[config.mk]
export PLATFORM = sky130hd
export DESIGN_NAME = cyclone_ru_ctrl
export DESIGN_NICKNAME = d
export VERILOG_FILES = /design/src/hw/ru_pkg.sv /design/src/hw/ru_cmd_if.sv /design/src/hw/ru_wd_if.sv /design/src/hw/cyclone_ru_ctrl.sv /design/src/hw/ru_cmd_decoder.sv /design/src/hw/ru_param_store.sv /design/src/hw/ru_reconfig_monitor.sv
export SDC_FILE = /design/constraint.sdc
export NUM_CORES = 1
export LEC_CHECK = 0
export ABC_CLOCK_PERIOD_IN_PS = 2400
export BUFFER_PORTS_ARGS = -buffer_cell sky130_fd_sc_hd__clkbuf_2
export CORE_MARGIN = 8
export CORE_UTILIZATION = 50
export DETAILED_ROUTE_END_ITERATION = 12
export MAX_ROUTING_LAYER = met4
export PLACE_DENSITY = 0.7
export SETUP_SLACK_MARGIN = 0.5
export SYNTH_ARGS = -nofsm -noshare
export SYNTH_HDL_FRONTEND = slang
export SYNTH_SLANG_ARGS = --single-unit
[constraint.sdc]
create_clock -name clock_rd2 -period 2.4 [get_ports clock_rd2]
set_input_delay 0.12 -clock clock_rd2 [delete_from_list [all_inputs] [get_ports clock_rd2]]
set_output_delay 0.12 -clock clock_rd2 [all_outputs]
set_load 0.05 [all_outputs]
[src/hw/ru_pkg.sv]
// remote-update shared widths, control opcodes, parameter indices
// and reconfiguration cause codes
package ru_pkg;

	// ==================================================
	// bus and field widths
	// ==================================================
	localparam int RU_DATA_W = 32;
	localparam int RU_PARAM_W = 3;
	localparam int RU_CTRL_W = 3;
	// watchdog timeout field
	localparam int WD_TIMEOUT_W = 12;
	// free-running kick counter, msb is the kick level
	localparam int KICK_CNT_W = 8;

	// ==================================================
	// control word opcodes on ru_ctrl
	// ==================================================
	// codes not listed decode as idle
	typedef enum logic [RU_CTRL_W-1:0] {
		OP_IDLE     = 3'b000,
		OP_READ     = 3'b001,
		OP_WRITE    = 3'b010,
		OP_RESET    = 3'b100,
		OP_RECONFIG = 3'b111
	} ru_op_t;

	// parameter indices, 1/5/6/7 unmapped
	typedef enum logic [RU_PARAM_W-1:0] {
		PARAM_CAUSE      = 3'd0,
		PARAM_WD_TIMEOUT = 3'd2,
		PARAM_WD_ENABLE  = 3'd3,
		PARAM_BOOT_ADDR  = 3'd4
	} ru_param_t;

	// why the last reconfiguration happened
	typedef enum logic [1:0] {
		CAUSE_POWER_ON = 2'd0,
		CAUSE_RECONFIG = 2'd1,
		CAUSE_WATCHDOG = 2'd2
	} ru_cause_t;

endpackage

[src/hw/ru_cmd_if.sv]
// decoded remote-update command bundle, decoder to store and monitor
`timescale 1ns/10ps

interface ru_cmd_if import ru_pkg::*; ();

	// one-cycle pulses, param and data_in valid alongside
	logic                  read_param;
	logic                  write_param;
	// levels, held while the opcode persists
	logic                  ru_reset;
	logic                  reconfig;
	// sampled index and write data
	logic [RU_PARAM_W-1:0] param;
	logic [RU_DATA_W-1:0]  data_in;

	modport decoder (
		output read_param, write_param, ru_reset, reconfig, param, data_in
	);

	modport store (
		input read_param, write_param, ru_reset, reconfig, param, data_in
	);

	// monitor only watches for the reconfig edge
	modport monitor (
		input reconfig
	);

endinterface

[src/hw/ru_wd_if.sv]
// watchdog settings and reload/cause link, store to monitor
`timescale 1ns/10ps

interface ru_wd_if import ru_pkg::*; ();

	// watchdog settings from the store registers
	logic [WD_TIMEOUT_W-1:0] wd_timeout;
	logic                    wd_enable;
	// one-cycle pulse, restores store defaults
	logic                    reload;
	// last reconfiguration cause
	ru_cause_t               cause;

	modport store (
		output wd_timeout, wd_enable,
		input  reload, cause
	);

	modport monitor (
		input  wd_timeout, wd_enable,
		output reload, cause
	);

endinterface

[src/hw/cyclone_ru_ctrl.sv]
// remote-update control top, decoder, parameter store and monitor
`timescale 1ns/10ps

module cyclone_ru_ctrl import ru_pkg::*; #(
	parameter int BUSY_CYCLES = 4
) (
	input  logic                  clock_rd2,
	input  logic                  reset_n,
	// control word and parameter access
	input  logic [RU_CTRL_W-1:0]  ru_ctrl,
	input  logic [RU_PARAM_W-1:0] ru_param,
	input  logic [RU_DATA_W-1:0]  ru_data_in,
	output logic [RU_DATA_W-1:0]  ru_data_out,
	// falls at the end of each read or write
	output logic                  ru_busy
);

	// ==================================================
	// internal links
	// ==================================================
	ru_cmd_if cmd ();
	ru_wd_if wd ();

	// ru_ctrl sampling, pulses and levels
	ru_cmd_decoder u_decoder (
		.clock_rd2  (clock_rd2),
		.reset_n    (reset_n),
		.ru_ctrl    (ru_ctrl),
		.ru_param   (ru_param),
		.ru_data_in (ru_data_in),
		.cmd        (cmd)
	);

	// parameter registers and busy window
	ru_param_store #(
		.BUSY_CYCLES (BUSY_CYCLES)
	) u_store (
		.clock_rd2   (clock_rd2),
		.reset_n     (reset_n),
		.cmd         (cmd),
		.wd          (wd),
		.ru_data_out (ru_data_out),
		.ru_busy     (ru_busy)
	);

	// watchdog and reconfiguration cause
	ru_reconfig_monitor u_monitor (
		.clock_rd2 (clock_rd2),
		.reset_n   (reset_n),
		.cmd       (cmd),
		.wd        (wd)
	);

endmodule

[src/hw/ru_cmd_decoder.sv]
// control word sampler and opcode decoder
`timescale 1ns/10ps

module ru_cmd_decoder import ru_pkg::*; (
	input  logic                  clock_rd2,
	input  logic                  reset_n,
	input  logic [RU_CTRL_W-1:0]  ru_ctrl,
	input  logic [RU_PARAM_W-1:0] ru_param,
	input  logic [RU_DATA_W-1:0]  ru_data_in,
	ru_cmd_if.decoder             cmd
);

	// two sampled copies of the control word
	logic [RU_CTRL_W-1:0] ctrl_q;
	logic [RU_CTRL_W-1:0] ctrl_last;
	ru_op_t               op_q;
	ru_op_t               op_last;
	logic                 last_idle;

	assign op_q = ru_op_t'(ctrl_q);
	assign op_last = ru_op_t'(ctrl_last);

	// previous word counts as idle unless it is a known opcode
	assign last_idle = !(op_last inside {OP_READ, OP_WRITE, OP_RESET, OP_RECONFIG});

	// ==================================================
	// sampling and command registers
	// ==================================================
	always_ff @(posedge clock_rd2) begin
		if (!reset_n) begin
			ctrl_q <= '0;
			ctrl_last <= '0;
			cmd.read_param <= 1'b0;
			cmd.write_param <= 1'b0;
			cmd.ru_reset <= 1'b0;
			cmd.reconfig <= 1'b0;
		end else begin
			ctrl_q <= ru_ctrl;
			ctrl_last <= ctrl_q;
			// read/write fire once, on the move out of idle
			cmd.read_param <= (op_q == OP_READ) && last_idle;
			cmd.write_param <= (op_q == OP_WRITE) && last_idle;
			// reset and reconfig follow the word as levels
			cmd.ru_reset <= (op_q == OP_RESET);
			cmd.reconfig <= (op_q == OP_RECONFIG);
		end
	end

	// index and data, registered in step with the pulses
	always_ff @(posedge clock_rd2) begin
		cmd.param <= ru_param;
		cmd.data_in <= ru_data_in;
	end

endmodule

[src/hw/ru_param_store.sv]
// remote-update parameter registers with busy window,
// field masking and reload to defaults
`timescale 1ns/10ps

module ru_param_store import ru_pkg::*; #(
	parameter int BUSY_CYCLES = 4
) (
	input  logic                 clock_rd2,
	input  logic                 reset_n,
	ru_cmd_if.store              cmd,
	ru_wd_if.store               wd,
	output logic [RU_DATA_W-1:0] ru_data_out,
	output logic                 ru_busy
);

	localparam int CNT_W = $clog2(BUSY_CYCLES + 1);

	// parameter registers
	logic [WD_TIMEOUT_W-1:0] wd_timeout_r;
	logic                    wd_enable_r;
	logic [RU_DATA_W-1:0]    boot_addr_r;

	// busy window and pending operation
	logic [CNT_W-1:0]        busy_cnt;
	logic                    pend_write;
	ru_param_t               pend_param;
	logic [RU_DATA_W-1:0]    pend_data;
	logic                    accept;
	logic                    restore;
	logic [RU_DATA_W-1:0]    rd_value;

	// pulses seen during busy are dropped
	assign accept = !ru_busy && (cmd.read_param || cmd.write_param);
	// remote-update reset or monitor reload
	assign restore = cmd.ru_reset || wd.reload;

	assign wd.wd_timeout = wd_timeout_r;
	assign wd.wd_enable = wd_enable_r;

	// read mux, cause sampled at completion
	always_comb begin
		case (pend_param)
			PARAM_CAUSE:      rd_value = RU_DATA_W'(wd.cause);
			PARAM_WD_TIMEOUT: rd_value = RU_DATA_W'(wd_timeout_r);
			PARAM_WD_ENABLE:  rd_value = RU_DATA_W'(wd_enable_r);
			PARAM_BOOT_ADDR:  rd_value = boot_addr_r;
			default:          rd_value = '0;
		endcase
	end

	// ==================================================
	// busy sequencing and register update
	// ==================================================
	always_ff @(posedge clock_rd2) begin
		if (!reset_n || restore) begin
			// abort, back to defaults
			ru_busy <= 1'b0;
			busy_cnt <= '0;
			pend_write <= 1'b0;
			wd_timeout_r <= '0;
			wd_enable_r <= 1'b0;
			boot_addr_r <= '0;
			ru_data_out <= '0;
		end else if (ru_busy) begin
			if (busy_cnt == '0) begin
				// end of window, busy drops here
				ru_busy <= 1'b0;
				if (pend_write) begin
					// masked to field width, cause is read-only
					case (pend_param)
						PARAM_WD_TIMEOUT: wd_timeout_r <= pend_data[WD_TIMEOUT_W-1:0];
						PARAM_WD_ENABLE:  wd_enable_r <= pend_data[0];
						PARAM_BOOT_ADDR:  boot_addr_r <= pend_data;
						default:          ;
					endcase
				end else begin
					ru_data_out <= rd_value;
				end
			end else begin
				busy_cnt <= busy_cnt - 1'b1;
			end
		end else if (accept) begin
			// first busy cycle counts, hence the minus one
			ru_busy <= 1'b1;
			busy_cnt <= CNT_W'(BUSY_CYCLES - 1);
			pend_write <= cmd.write_param;
		end
	end

	// latched index and data of the accepted operation
	always_ff @(posedge clock_rd2) begin
		if (accept) begin
			pend_param <= ru_param_t'(cmd.param);
			pend_data <= cmd.data_in;
		end
	end

endmodule

[src/hw/ru_reconfig_monitor.sv]
// watchdog kick counter, timeout counter and reconfiguration cause
`timescale 1ns/10ps

module ru_reconfig_monitor import ru_pkg::*; (
	input  logic       clock_rd2,
	input  logic       reset_n,
	ru_cmd_if.monitor  cmd,
	ru_wd_if.monitor   wd
);

	// free-running kick counter
	logic [KICK_CNT_W-1:0]   kick_cnt;
	logic                    kick;
	logic                    kick_q;
	logic                    kick_rise;
	// watchdog timeout counter
	logic [WD_TIMEOUT_W-1:0] to_cnt;
	logic                    wd_expire;
	// reconfig edge detect
	logic                    reconfig_q;
	logic                    reconfig_rise;

	// msb of the counter is the kick level
	assign kick = kick_cnt[KICK_CNT_W-1];
	assign kick_rise = kick && !kick_q;
	assign reconfig_rise = cmd.reconfig && !reconfig_q;

	// a zero timeout never expires
	assign wd_expire = wd.wd_enable && (wd.wd_timeout != '0) && (to_cnt == wd.wd_timeout);

	// ==================================================
	// counters, reload pulse and cause
	// ==================================================
	always_ff @(posedge clock_rd2) begin
		if (!reset_n) begin
			kick_cnt <= '0;
			kick_q <= 1'b0;
			to_cnt <= '0;
			reconfig_q <= 1'b0;
			wd.reload <= 1'b0;
			wd.cause <= CAUSE_POWER_ON;
		end else begin
			kick_cnt <= kick_cnt + 1'b1;
			kick_q <= kick;
			reconfig_q <= cmd.reconfig;
			// one cycle, store clears enable on it
			wd.reload <= reconfig_rise || wd_expire;
			// timeout counts only between kicks while enabled
			if (!wd.wd_enable || kick_rise || wd_expire) begin
				to_cnt <= '0;
			end else begin
				to_cnt <= to_cnt + 1'b1;
			end
			// cause survives ru_reset and reload
			if (reconfig_rise) begin
				wd.cause <= CAUSE_RECONFIG;
			end else if (wd_expire) begin
				wd.cause <= CAUSE_WATCHDOG;
			end
		end
	end

endmodule

==> metrics.cfg <==
[outcome]
status=finished, final reports clean

[setup_path]
cp_cell_sequence=or3b_4 -> nor2_4 -> buf_12 -> nand2_1 -> a21oi_1
critical_path_buf_inv_count=1
arrival_ns=2.15
required_ns=2.75
cp_max_fo=20
critical_path_class=register to register
start_kind=register
crit_family=simple AND/OR/NAND/NOR gates
max_stage_delay_ns=0.53
cp_slowest_cell=edfxtp_1
endpoint_kind=register

[global_route]
grt_start_max_net_pins=45
grt_pass1_wl_um=21400
grt.total_usage_pct=16.7
grt-ovfl-total=0
grt_pass1_vias=4440
grt_antenna_before_repair=0

[route]
first_pass_iters=4
wl_per_cell_um=15.0
vias=4378
route.detailed.drc=0
drt_wl_total_um=12900
ant_nets=0
viasPerCell=5.08
drt-initial-drc-count=257

[sta]
timing.fmax_mhz=553
worst_slew_pin_slew_ns=0.804
post-route-min-period_ns=1.81
fin_crit_sh_pct=75.3
finalSetupViolations=0
grt_setup_unrepaired=false
finClkSkew_ns=0.00535
slew_headroom_pct=46.3
finalSetupTns_ns=0
finalMaxSlewViolations=0
setup_ws_ns=0.593
hold_viol_final=0

[die]
core-area_sq_um=12500
fp.dieW_um=129
die_area_sq_um=16600
rows=41
pin_count=73
die_h_um=129
start_util_pct=50.7

[logic_synthesis]
ys_ff_latch=187
synth_most_common_cell=dfxtp_1
synth_cells=566
seq_area_frac_synth_pct=64.5
syn_area_per_cell_sq_um=11.2
synth_top_cell_area_share_pct=47.9
ys.flop_type=dfxtp_1
synth_top_area_cell=dfxtp_1
yosys_warnings=0
synth-edff-count=35
ys_top_cells_by_area=dfxtp_1, edfxtp_1, nand2_1, a22oi_1, xnor2_1
ys_types=45
async_flop_share_pct=0
synthesis.nets=610
netlist_area_sq_um=6350
synth_common_cells=dfxtp_1, nand2_1, nor2_1

[power]
power_leakage_nw=2.92
seqPwrFrac_pct=53.2
p_int_mw=4.93
switching_share_pct=20.7
switching_power_mw=1.28
power_frac_clock_pct=43.6
cellPowerDensity_nw_per_um2=792
pwr-share-comb_pct=3.2
peakVddDrop_mv=0.501

[placement]
dp_hpwl_um=8550
dpl_cell_area_sq_um=6870
io_buffer_count=72
place_ws_ns=0.407
gp_congestion=0.772
dp_cells=791

[clocking]
clk_pin_slew_ns=0.06
numCtsBuffers=17
htree_levels=4
clk_latency_ns=0.43
clock-sinks=187
post-cts-setup-buffers=0
cts_tree=yes
cts_root_buffer=clkbuf_16
clockBufferDepth=2

[run]
drv_cap=0

[final_layout]
register_area_sq_um=4100
stdcell_count=862
fillCellCount=1030
nets=720
multi_input_area_sq_um=2060
layout-drive-gt1-share_pct=18.1
final_area_sq_um=7840
syn2layout_area_growth_pct=23.5

[hold_path]
hold_class=input port to register

[layer usage]
layer	vias to the layer above	global-route usage [%]	share of wire, %
met5	-	-	0
met3	16	3.56	3.5
li1	2177	-	-
met1	2112	19.4	45
met4	0	7.46	1.7
met2	73	27.5	50
[state kept, by name, summed over array words and instances (netlist names), 8 cells and up]
signal,cells
u_decoder.cmd.data_in,32
u_monitor.kick_cnt,8
u_monitor.to_cnt,12
u_store.boot_addr_r,32
u_store.pend_data,32
u_store.ru_data_out,32
u_store.wd.wd_timeout,12
[power groups by stage]
| stage | clock (mW) | sequential, mW | combinational, mW |
|---|---|---|---|
| CTS | 2.76 | 3.30 | 0.197 |
| global placement | 0 | 3.37 | 0.141 |
| detailed placement | 0 | 3.37 | 0.148 |
| floorplan | 0 | 3.37 | 0.0853 |
| finish | 2.71 | 3.30 | 0.198 |
| global route | 2.88 | 3.31 | 0.218 |
[layout make-up]
type | instances | share of cell area [%]
well taps | 172 | 2.75
flip-flops and latches | 187 | 52.3
repair buffers | 121 | 10.9
inverters | 9 | 0.479
clock buffers | 21 | 5.75
multi-input cells | 340 | 26.3
clock inverters | 11 | 1.53
diodes | 1 | 0.0319
[final timing paths]
check	slack (ns)	end	depth (start not counted)	from
worst max-delay path	0.59	u_store.boot_addr_r[14]	5	u_store.pend_param[0]
worst min-delay path	0.23	u_monitor.wd.cause[0]	3	reset_n
worst max register to register	0.59	u_store.boot_addr_r[14]	5	u_store.pend_param[0]
worst min register to register	0.40	u_store.pend_data[30]	0	u_decoder.cmd.data_in[30]
[placed cells by master (no fill, tap or decap), drive strengths merged, types with 5 or more instances in the layout]
cell and n:
a22oi 31, xnor2 24, nor4 5, nor2b 5, edfxtp 35, a21oi 38
nand3 13, mux2i 15, dfxtp 152, nor2 53, nor3 6, clkinv 6
a22o 10, and2 16, buf 11, xor2 7, inv 9, nand2 69
dlygate4sd3 38, clkbuf 93, and3 7, a211oi 10
[metrics by stage]
step                      hold slack, ns  util [%]  power, mW
final                              0.231      62.6       6.21
after detailed placement           0.224      54.9       3.52
after global placement             0.222      54.9       3.51
after CTS                          0.213      62.5       6.26
after floorplan                    0.148         -       3.45
after global routing               0.281      62.6       6.41
[logic make-up after synthesis]
kind of cell | share of synthesized area (%)
simple gates | 14.4
flops | 64.5
xor+xnor | 4.28
compound gates | 10.4
fa+ha+maj | 0.789
buf+inv | 3.21
mux | 2.37
[what timing repair did]
action | 4_1_cts | 5_1_grt
gates resized for setup | 1 | 5
endpoints found under the setup margin | 11 | 22
hold buffers | 38 | 0
hold endpoints to repair | 38 | 0
[worst min-delay path, stage by stage]
cell      delay (ns)
clkbuf_2        0.28
o21ai_0         0.16
a31oi_1         0.05
No activity file was read; power rests on OpenSTA's default activity.
